**src/logic/axi_pkg.sv**
```systemverilog
package axi_pkg;

	localparam int AXI_ADDR_W = 32;
	localparam int AXI_DATA_W = 64;
	localparam int AXI_ID_W   = 4;
	localparam int AXI_LEN_W  = 8;

	localparam int MEM_WORDS = 256; // 64-bit words
	localparam int MEM_IDX_W = 8;

	localparam int CFG_DATA_W = 32;

	// CPU access size, also the low bits of ARSIZE
	typedef enum logic [1:0] {
		SIZE_B1 = 2'd0,
		SIZE_B2 = 2'd1,
		SIZE_B4 = 2'd2,
		SIZE_B8 = 2'd3
	} acc_size_e;

	typedef enum logic [1:0] {
		RESP_OKAY   = 2'b00,
		RESP_SLVERR = 2'b10
	} axi_resp_e;

	typedef enum logic [1:0] {
		RD_IDLE = 2'd0,
		RD_ADDR = 2'd1,
		RD_DATA = 2'd2
	} rd_state_e;

	typedef enum logic [1:0] {
		SLV_IDLE = 2'd0,
		SLV_WAIT = 2'd1,
		SLV_BEAT = 2'd2
	} slv_state_e;

	typedef enum logic {
		CFG_WAIT     = 1'b0,
		CFG_ERR_BASE = 1'b1
	} cfg_reg_e;

endpackage
```
**src/logic/slave_cfg_regs.sv**
```systemverilog
`timescale 1ns/1ps

module slave_cfg_regs import axi_pkg::*; (
	input  logic                  clk,
	input  logic                  reset_n,
	input  logic                  cfg_we_i,
	input  cfg_reg_e              cfg_sel_i,
	input  logic [CFG_DATA_W-1:0] cfg_wdata_i,
	output logic [CFG_DATA_W-1:0] wait_cycles_o,
	output logic [CFG_DATA_W-1:0] err_base_o
);

	logic [CFG_DATA_W-1:0] wait_q;
	logic [CFG_DATA_W-1:0] err_base_q;

	always_ff @(posedge clk) begin
		if (!reset_n) begin
			wait_q     <= '0;
			err_base_q <= '1; // No error region by default
		end else if (cfg_we_i) begin
			case (cfg_sel_i)
				CFG_WAIT:     wait_q     <= cfg_wdata_i;
				CFG_ERR_BASE: err_base_q <= cfg_wdata_i;
				default: begin
					wait_q     <= wait_q;
					err_base_q <= err_base_q;
				end
			endcase
		end
	end

	assign wait_cycles_o = wait_q;
	assign err_base_o    = err_base_q;

endmodule

```
**config.mk**
```make
export PLATFORM = sky130hd
export DESIGN_NAME = slave_cfg_regs
export DESIGN_NICKNAME = d
export VERILOG_FILES = /design/src/logic/axi_pkg.sv /design/src/logic/slave_cfg_regs.sv
export SDC_FILE = /design/constraint.sdc
export NUM_CORES = 1
export LEC_CHECK = 0
export BUFFER_PORTS_ARGS = -buffer_cell sky130_fd_sc_hd__buf_2
export CAP_MARGIN = 20
export CORE_ASPECT_RATIO = 1.75
export CORE_MARGIN = 1.5
export CORE_UTILIZATION = 44
export DETAILED_ROUTE_END_ITERATION = 8
export PLACE_DENSITY = 0.79
export SYNTH_ARGS = -nofsm -noshare
export SYNTH_HDL_FRONTEND = slang
export SYNTH_SLANG_ARGS = --single-unit
```
**constraint.sdc**
```tcl
create_clock -name clk -period 1.05 [get_ports clk]
set_clock_uncertainty 0.15 [all_clocks]
set_input_delay 0.21 -clock clk [delete_from_list [all_inputs] [get_ports clk]]
set_output_delay 0.21 -clock clk [all_outputs]
set_load 0.01 [all_outputs]
```
==> results.ini, run 1 <==
[worst_setup_path]
reg2reg_to=err_base_o[13]
cp_max_fo=2
endpoint_kind=primary output
critical_path_class=flip-flop to primary output
crit_path_end=err_base_o[10]
reg2regPathDepth=3
r2r_start=err_base_o[13]
cp_data_arrival_time_ns=0.82
crit_chain=buf_6
worstPathRequired_ns=0.69
crit_path_top_delay_cell=dfxtp_2
reg2reg_setup_slack_ns=0.18
cp-start-kind=flip-flop
cp-startpoint=err_base_o[10]
crit_buf_inv=1
crit_cells=1
cp_top_family=flip-flops
cpPeakStageDelay_ns=0.36

[power]
power.switching_mw=1.57
leakagePower_nw=2.09
swShare=0.266
pwr-share-comb=0.194
power_frac_seq=0.461
powerDensity_mw_per_mm2=1330
p_int_mw=4.32
clockPowerShare=0.346
ir_drop_mv=0.986

[synth]
syn_nets=321
yosys.area_share.simple=0.153
synth_warnings=0
synthXorXnorAreaFrac=0
synth_area_leader_cell=dfxtp_1
ys_types=15
synth_top_family_by_area=simple AND/OR/NAND/NOR gates
synth_compound_area_frac=0.142
synth.area.mux_share=0.117
ys_seq_area_frac=0.466
syn_inst=285
syn_avg_cell_area_um2=9.65
synthTopCellsByArea=dfxtp_1 47%, o211ai_2 14%, mux2i_1 12%
synthAdderAreaFrac=0
netlist_area_mm2=0.00275
ys_ff_latch=64
synth_top_area_frac=0.466

[sta]
slew_headroom=0.837
min_period_ns=1.18
achievable-frequency_ghz=0.851
timing.final.max_slew_violations=0
finalCritPeriodShare=1.12
worst_slack_ns=-0.125
finalSetupViolCount=64
tightest_slew_ns=0.245
grt_setup_unrepaired=true
hold_viol_final=0

[cells_and_area]
final_cell_area_mm2=0.00444
nNetsFinal=465
final_util=0.743
syn_to_final_growth_pct=61.5
drive_above_1_share=0.548
diodes=0
final_cell_mix=64 x nand2_1, 64 x dfxtp_2, 64 x buf_6

[floorplan]
die_y_um=108
core_mm2=0.00597
ios=100
die-area_mm2=0.00675
initial_core_util=0.460
die_x_um=62.8
core.rowCount=37

[drt]
drt-initial-drc-count=119
drc=0
drtAntennaViolNets=0
wl_per_cell_um=15.8
dr_total_vias=2612
wl_um=8110
dr.pass1.iters=4
vias_per_cell=5.10

[global_route]
grt_pass1_vias=2714
grt_pass1_wl_um=12600
grt_max_degree=25
grt_antenna_before_repair=0
grtUsageTotal=0.247
grt-ovfl-total=0

[cts]
worstSkewPairLatency_ns=0.35
cts_sinks=64
clk_path_buf_depth=2
clockRootBuffer=clkbuf_8
cts_tree=done
clkTransAtPathRegs_ns=0.07
htreeDepth=3
numCtsBuffers=9

[run_status]
violations=negative setup slack
status=finished with violations

[placed_design]
hpwl_um=4680
place_congestion=0.824
placed_cell_area_mm2=0.00334
port_buffers=99

[min_path]
min_path_type=input port to flip-flop

[flow_run]
cap_violations=0

## cell usage after synthesis (all sizes together)
library cell / instances
dfxtp: 64
nand2: 64
inv: 32
mux2i: 32
nand3: 32
o211ai: 32
buf: 21
clkbuf: 6
and2: 1
nor2b: 1
## repair_timing
| action | in CTS | in global routing |
|---|---|---|
| gates resized for setup | 128 | 0 |
| setup buffers | 5 | 8 |
| endpoints found under the setup margin | 64 | 64 |
| hold buffers | 33 | 0 |
| endpoints found under the hold margin | 64 | 0 |
## kinds of logic after synthesis
family | Yosys count
and+or+nand+nor | 98
muxes | 32
AOI/OAI and AO/OA | 32
buffers and inverters | 59
DFF | 64
## worst min path at each step
stage,startpoint,to,slack (ns),depth (start not counted)
after floorplan,cfg_wdata_i[0],wait_cycles_o[0],0.20,2
after global placement,wait_cycles_o[26],wait_cycles_o[26],0.29,2
after detailed placement,wait_cycles_o[29],wait_cycles_o[29],0.29,2
after CTS,reset_n,wait_cycles_o[26],0.04,3
after global routing,reset_n,wait_cycles_o[26],0.07,3
final,reset_n,wait_cycles_o[26],0.06,3
## registers in the layout (all words and copies together) (netlist names)
register,count
err_base_o,32
wait_cycles_o,32
## power groups by stage
stage          Combinational (mW)  Sequential [mW]  Clock, mW
3_5_place_dp                0.821             2.70          0
2_1_floorplan               0.444             2.76          0
5_1_grt                      1.21             2.73       2.17
3_3_place_gp                0.799             2.69          0
6_report                     1.14             2.71       2.04
4_1_cts                      1.09             2.70       2.08
## metal layers
metal  vias to the layer above  global-route usage  part of all wire
met5                         -                   0                 0
met1                      1248               0.221              0.35
li1                       1222                   -                 -
met3                        28              0.0607             0.046
met2                       114               0.475              0.56
met4                         0               0.171             0.046
## final cells by class
class / instances / area, um2
repair buffers: 160 / 1540
fillers: 375 / 1530
flip-flops and latches: 64 / 1360
multi-input cells: 162 / 1130
clock buffers: 10 / 128
inverters: 32 / 120
well taps: 78 / 97.6
clock inverters: 6 / 60.1
## stage by stage
step / TNS [ns] / total power, mW / hold WS [ns] / setup slack, ns / cells
after floorplan: -0.719 / 3.21 / 0.202 / -0.0162 / 285
after global placement: -3.85 / 3.49 / 0.291 / -0.0974 / 450
after detailed placement: -5.23 / 3.52 / 0.293 / -0.151 / 450
after CTS: -7.26 / 5.87 / 0.0422 / -0.129 / 504
after global routing: -7.91 / 6.11 / 0.0700 / -0.153 / 512
final: -6.44 / 5.89 / 0.0598 / -0.125 / 512
(Power assumes the default switching activity.)
==> run 2, diff against run 1 <==
CORE_UTILIZATION = 49   (was 44)
PLACE_DENSITY = 0.83   (was 0.79)
clock period = 1.1 ns   (was 1.05 ns; I/O delays follow)
==> results.ini, run 2 (same netlist as run 1, synthesis figures left out) <==
[worst_setup_path]
cp_max_fo=2  ; unchanged
endpoint_kind=primary output
crit_buf_inv=1  ; unchanged
cp_top_family=flip-flops
reg2reg_setup_slack_ns=0.18  ; about the same
r2r_start=err_base_o[20]
worstPathRequired_ns=0.73  ; +0.04 ns
crit_chain=buf_6
critical_path_class=flip-flop to primary output
cpPeakStageDelay_ns=0.35  ; about the same
cp_data_arrival_time_ns=0.80  ; -0.02 ns
cp-startpoint=wait_cycles_o[6]
cp-start-kind=flip-flop
crit_path_top_delay_cell=dfxtp_2
reg2reg_to=err_base_o[20]
reg2regPathDepth=3  ; unchanged

[sta]
grt_setup_unrepaired=true
slew_headroom=0.836  ; -0.000860
achievable-frequency_ghz=0.856
timing.final.max_slew_violations=0  ; unchanged
worst_slack_ns=-0.0687  ; +0.0564 ns
tightest_slew_ns=0.246  ; +0.00129 ns
min_period_ns=1.17
tns_ns=-2.90  ; +3.54 ns
finalSetupViolCount=64  ; unchanged
hold_viol_final=0  ; unchanged
finalCritPeriodShare=1.06

[floorplan]
die_x_um=59.6  ; -5.0%
ios=100  ; unchanged
initial_core_util=0.515  ; +0.0542
die_y_um=102  ; -5.1%
core.rowCount=35  ; -5.4%
die-area_mm2=0.00609  ; -9.8%
core_mm2=0.00534  ; -11%

[cells_and_area]
fin_cells=504  ; -1.6%
final_cell_mix=64 x nand2_1, 64 x dfxtp_2, 64 x buf_6
syn_to_final_growth_pct=60.8
final_cell_area_mm2=0.00442  ; -0.42%
nNetsFinal=461  ; -0.86%
diodes=0  ; unchanged
final_util=0.827  ; +0.0841
drive_above_1_share=0.544  ; -0.00420

[run_status]
status=finished with violations
violations=negative setup slack

[flow_run]
cap_violations=0  ; unchanged

[drt]
drtAntennaViolNets=0  ; unchanged
drt-initial-drc-count=69  ; -42%
wl_per_cell_um=16.6  ; +4.9%
vias_per_cell=5.11  ; about the same
dr.pass1.iters=4  ; unchanged
wl_um=8370  ; +3.3%
dr_total_vias=2573  ; -1.5%
drc=0  ; unchanged

[min_path]
min_path_type=input port to flip-flop
min_to=err_base_o[8]
hp-start=reset_n
hold_depth=3  ; unchanged

[power]
leakagePower_nw=2.08  ; -0.27%
ir_drop_mv=1.68  ; +70%
powerDensity_mw_per_mm2=1360  ; +2.3%
finalPower_mw=6.00  ; +1.9%

[cts]
worstSkewPairLatency_ns=0.32  ; -0.03 ns
cts_sinks=64  ; unchanged
cts_tree=done
clk_path_buf_depth=2  ; unchanged
clkTransAtPathRegs_ns=0.07  ; about the same
numCtsBuffers=9  ; unchanged
clockRootBuffer=clkbuf_8
htreeDepth=3  ; unchanged

[global_route]
grtUsageTotal=0.278  ; +0.0308
grt_antenna_before_repair=0  ; unchanged
grt-ovfl-total=0  ; unchanged
grt_pass1_vias=2690  ; -0.88%
grt_max_degree=52  ; +110%
grt_pass1_wl_um=12500  ; -1.4%

[placed_design]
dpl.cell_count=441  ; -2.0%
place_congestion=0.787  ; -4.4%
hpwl_um=4460  ; -4.6%
port_buffers=99  ; unchanged
placed_cell_area_mm2=0.00327  ; -2.1%

run 2: cell types whose count changed in the layout (fill, tap and decap cells not counted):
cell | before | now
clkbuf_1 | 1 | 2
buf_4 | 21 | 20
clkinvlp_4 | 2 | 0
clkinv_2 | 3 | 0
and2_4 | 1 | 0
bufinv_16 | 1 | 2
and2_2 | 0 | 1
dlygate4sd3_1 | 33 | 32
buf_12 | 8 | 6
clkbuf_8 | 9 | 12
run 2: layout make-up:
| cell class | instances | area [um2] |
|---|---|---|
| Inverter | 32 | 120 |
| Timing Repair Buffer | 156 | 1480 |
| Tap cell | 74 | 92.6 |
| Sequential cell | 64 | 1360 |
| Clock buffer | 14 | 173 |
| Multi-Input combinational cell | 162 | 1130 |
| Fill cell | 299 | 922 |
| Clock inverter | 2 | 60.1 |
run 2: tightest hold or removal path, cell delays in order:
cell,delay (ns)
buf_4,0.13
buf_12,0.18
o211ai_2,0.07
run 2: what timing repair did:
item | CTS | global route
hold buffers | 32 | 0
setup buffers | 6 | 9
gates resized for setup | 129 | 0
endpoints found under the hold margin | 52 | 0
setup endpoints to repair | 64 | 64
gates cloned | 0 | 0
run 2: worst max-delay path by stage:
| stage | end | cells after the start |
|---|---|---|
| after global routing | wait_cycles_o[6] | 1 |
| after detailed placement | wait_cycles_o[21] | 4 |
| after global placement | wait_cycles_o[9] | 4 |
| final | wait_cycles_o[6] | 1 |
| after CTS | wait_cycles_o[20] | 1 |
| after floorplan | err_base_o[10] | 4 |
run 2: report_power, final:
part | internal [mW] | switching [mW] | total, mW
clock | 1.47 | 0.871 | 2.34
sequential | 2.48 | 0.108 | 2.59
combinational | 0.589 | 0.481 | 1.07
run 2: metrics by stage:
| stage | hold slack, ns | worst slack, ns |
|---|---|---|
| after global placement | 0.289 | -0.0332 |
| after detailed placement | 0.298 | -0.102 |
| after floorplan | 0.212 | 0.00219 |
| after global routing | 0.168 | -0.0936 |
| final | 0.168 | -0.0687 |
| after CTS | 0.150 | -0.0687 |
run 2: per-layer routing:
metal,track usage,share of wire
met1,0.267,0.34
met2,0.491,0.56
met3,0.0658,0.043
met4,0.210,0.060
met5,0,0
==> run 3, diff against run 2 <==
CORE_MARGIN = unset   (was 1.5)
GPL_TIMING_DRIVEN = 0   (was unset)
==> results.ini, run 3 (same netlist as run 1, synthesis figures left out) <==
[power]
ir_drop_mv=1.26  ; -25%
swShare=0.263  ; +0.0193
power_frac_seq=0.451  ; +0.019
pwr-share-comb=0.186  ; +0.008
leakagePower_nw=2.08  ; +0.13%
powerDensity_mw_per_mm2=1300  ; -4.2%
power.switching_mw=1.51  ; +3.3%
clockPowerShare=0.364  ; -0.026
p_int_mw=4.23  ; -6.8%

[cells_and_area]
multi_input_area_mm2=0.00113  ; -0.11%
regArea_mm2=0.00136  ; unchanged
final_cell_mix=71 x buf_6, 64 x nand2_1, 64 x dfxtp_2
syn_to_final_growth_pct=60.6
nNetsFinal=472  ; +2.4%
diodes=0  ; unchanged
final_common_cell=buf_6
final_cell_area_mm2=0.00441  ; -0.14%
fillers=305  ; +2.0%
drive_above_1_share=0.544  ; about the same

[cts]
clk_path_buf_depth=2  ; unchanged
htreeDepth=3  ; unchanged
cts_sinks=64  ; unchanged
worstSkewPairLatency_ns=0.33  ; about the same
clkTransAtPathRegs_ns=0.08  ; about the same
cts_tree=done
numCtsBuffers=9  ; unchanged
clockRootBuffer=clkbuf_8

[worst_setup_path]
reg2reg_to=wait_cycles_o[14]
cp_max_fo=2  ; unchanged
cpPeakStageDelay_ns=0.36  ; about the same
reg2regPathDepth=4  ; +1
cp_data_arrival_time_ns=0.80  ; about the same
endpoint_kind=primary output
cp_top_family=flip-flops
critical_path_class=flip-flop to primary output
worstPathRequired_ns=0.73  ; about the same
crit_path_top_delay_cell=dfxtp_2
cp-start-kind=flip-flop
reg2reg_setup_slack_ns=0.11  ; -0.07 ns
r2r_start=wait_cycles_o[14]
crit_buf_inv=1  ; unchanged
crit_chain=buf_6

[sta]
tns_ns=-2.71  ; +0.192 ns
hold_viol_final=0  ; unchanged
grt_setup_unrepaired=true
timing.final.max_slew_violations=0  ; unchanged
finalSetupViolCount=64  ; unchanged
slew_headroom=0.688  ; -0.148
min_period_ns=1.17  ; +0.00158 ns
finalCritPeriodShare=1.06  ; +0.00143
worst_slack_ns=-0.0703  ; -0.00158 ns
achievable-frequency_ghz=0.855  ; -0.13%
tightest_slew_ns=0.468  ; +0.221 ns

[placed_design]
place_congestion=0.780  ; -0.90%
dp_slack_ns=-0.157  ; -0.0546 ns
placed_cell_area_mm2=0.00332  ; +1.5%
port_buffers=96  ; -3.0%
hpwl_um=4580  ; +2.6%

[drt]
drt-initial-drc-count=89  ; +29%
drtAntennaViolNets=0  ; unchanged
drc=0  ; unchanged
wl_per_cell_um=15.8  ; -4.9%
wl_um=8130  ; -2.9%
vias_per_cell=5.01  ; -1.8%
dr_total_vias=2581  ; +0.31%
dr.pass1.iters=4  ; unchanged

[floorplan]
core.rowCount=35  ; unchanged
initial_core_util=0.515  ; unchanged
ios=100  ; unchanged
core_mm2=0.00534  ; unchanged
die_y_um=101  ; -0.98%
die-area_mm2=0.00593  ; -2.6%
die_x_um=58.6  ; -1.7%

[global_route]
grtUsageTotal=0.283  ; +0.00460
grt_max_degree=12  ; -77%
grt_pass1_vias=2656  ; -1.3%
grt_antenna_before_repair=0  ; unchanged
grt-ovfl-total=0  ; unchanged
grt_pass1_wl_um=12600  ; +1.3%

[min_path]
min_path_type=input port to flip-flop
hp-start=cfg_wdata_i[31]
min_to=wait_cycles_o[31]
hold_depth=3  ; unchanged

[flow_run]
cap_violations=0  ; unchanged

[run_status]
status=finished with violations
violations=negative setup slack

[run 3: power groups by stage]
stage               clock network, mW  logic, mW  registers, mW
CTS                              2.09       1.01           2.58
detailed placement                  0      0.764           2.57
global placement                    0      0.750           2.57
finish                           2.09       1.06           2.59
floorplan                           0      0.410           2.64
global route                     2.21       1.15           2.60
[run 3: area by class of cell]
class | instances | area share
multi-input combinational | 162 | 0.256
clock buffer | 11 | 0.0343
inverter | 32 | 0.0272
tap | 74 | 0.0210
buffer | 27 | 0.0490
timing repair buffer | 140 | 0.291
clock inverter | 5 | 0.0125
sequential | 64 | 0.308
[run 3: worst max-delay path by stage]
stage,end,startpoint,cells past startpoint
2_1_floorplan,err_base_o[10],reset_n,4
3_3_place_gp,err_base_o[29],reset_n,4
4_1_cts,wait_cycles_o[15],wait_cycles_o[15],1
6_report,err_base_o[7],err_base_o[7],1
5_1_grt,wait_cycles_o[1],wait_cycles_o[1],1
3_5_place_dp,wait_cycles_o[13],reset_n,4
[run 3: routing by layer]
layer  GRT usage  share of wire  wire, um
met1       0.286           0.35      2870
met2       0.533           0.58      4710
met3      0.0655          0.038       310
met4       0.121          0.030       242
met5           0              0         0
[run 3: per-stage QoR]
step / utilization / power (mW) / instances / hold WS (ns)
2_1_floorplan: - / 3.05 / 285 / 0.212
3_3_place_gp: 0.622 / 3.32 / 455 / 0.290
3_5_place_dp: 0.622 / 3.34 / 455 / 0.300
4_1_cts: 0.814 / 5.68 / 506 / 0.00147
5_1_grt: 0.826 / 5.95 / 515 / 0.0279
6_report: 0.826 / 5.74 / 515 / 0.0185
[run 3: repair_timing]
action | 4_1_cts | 5_1_grt
resized for setup | 128 | 0
buffers inserted | 5 | 9
endpoints found under the setup margin | 64 | 64
hold buffers | 30 | 0
endpoints found under the hold margin | 49 | 0
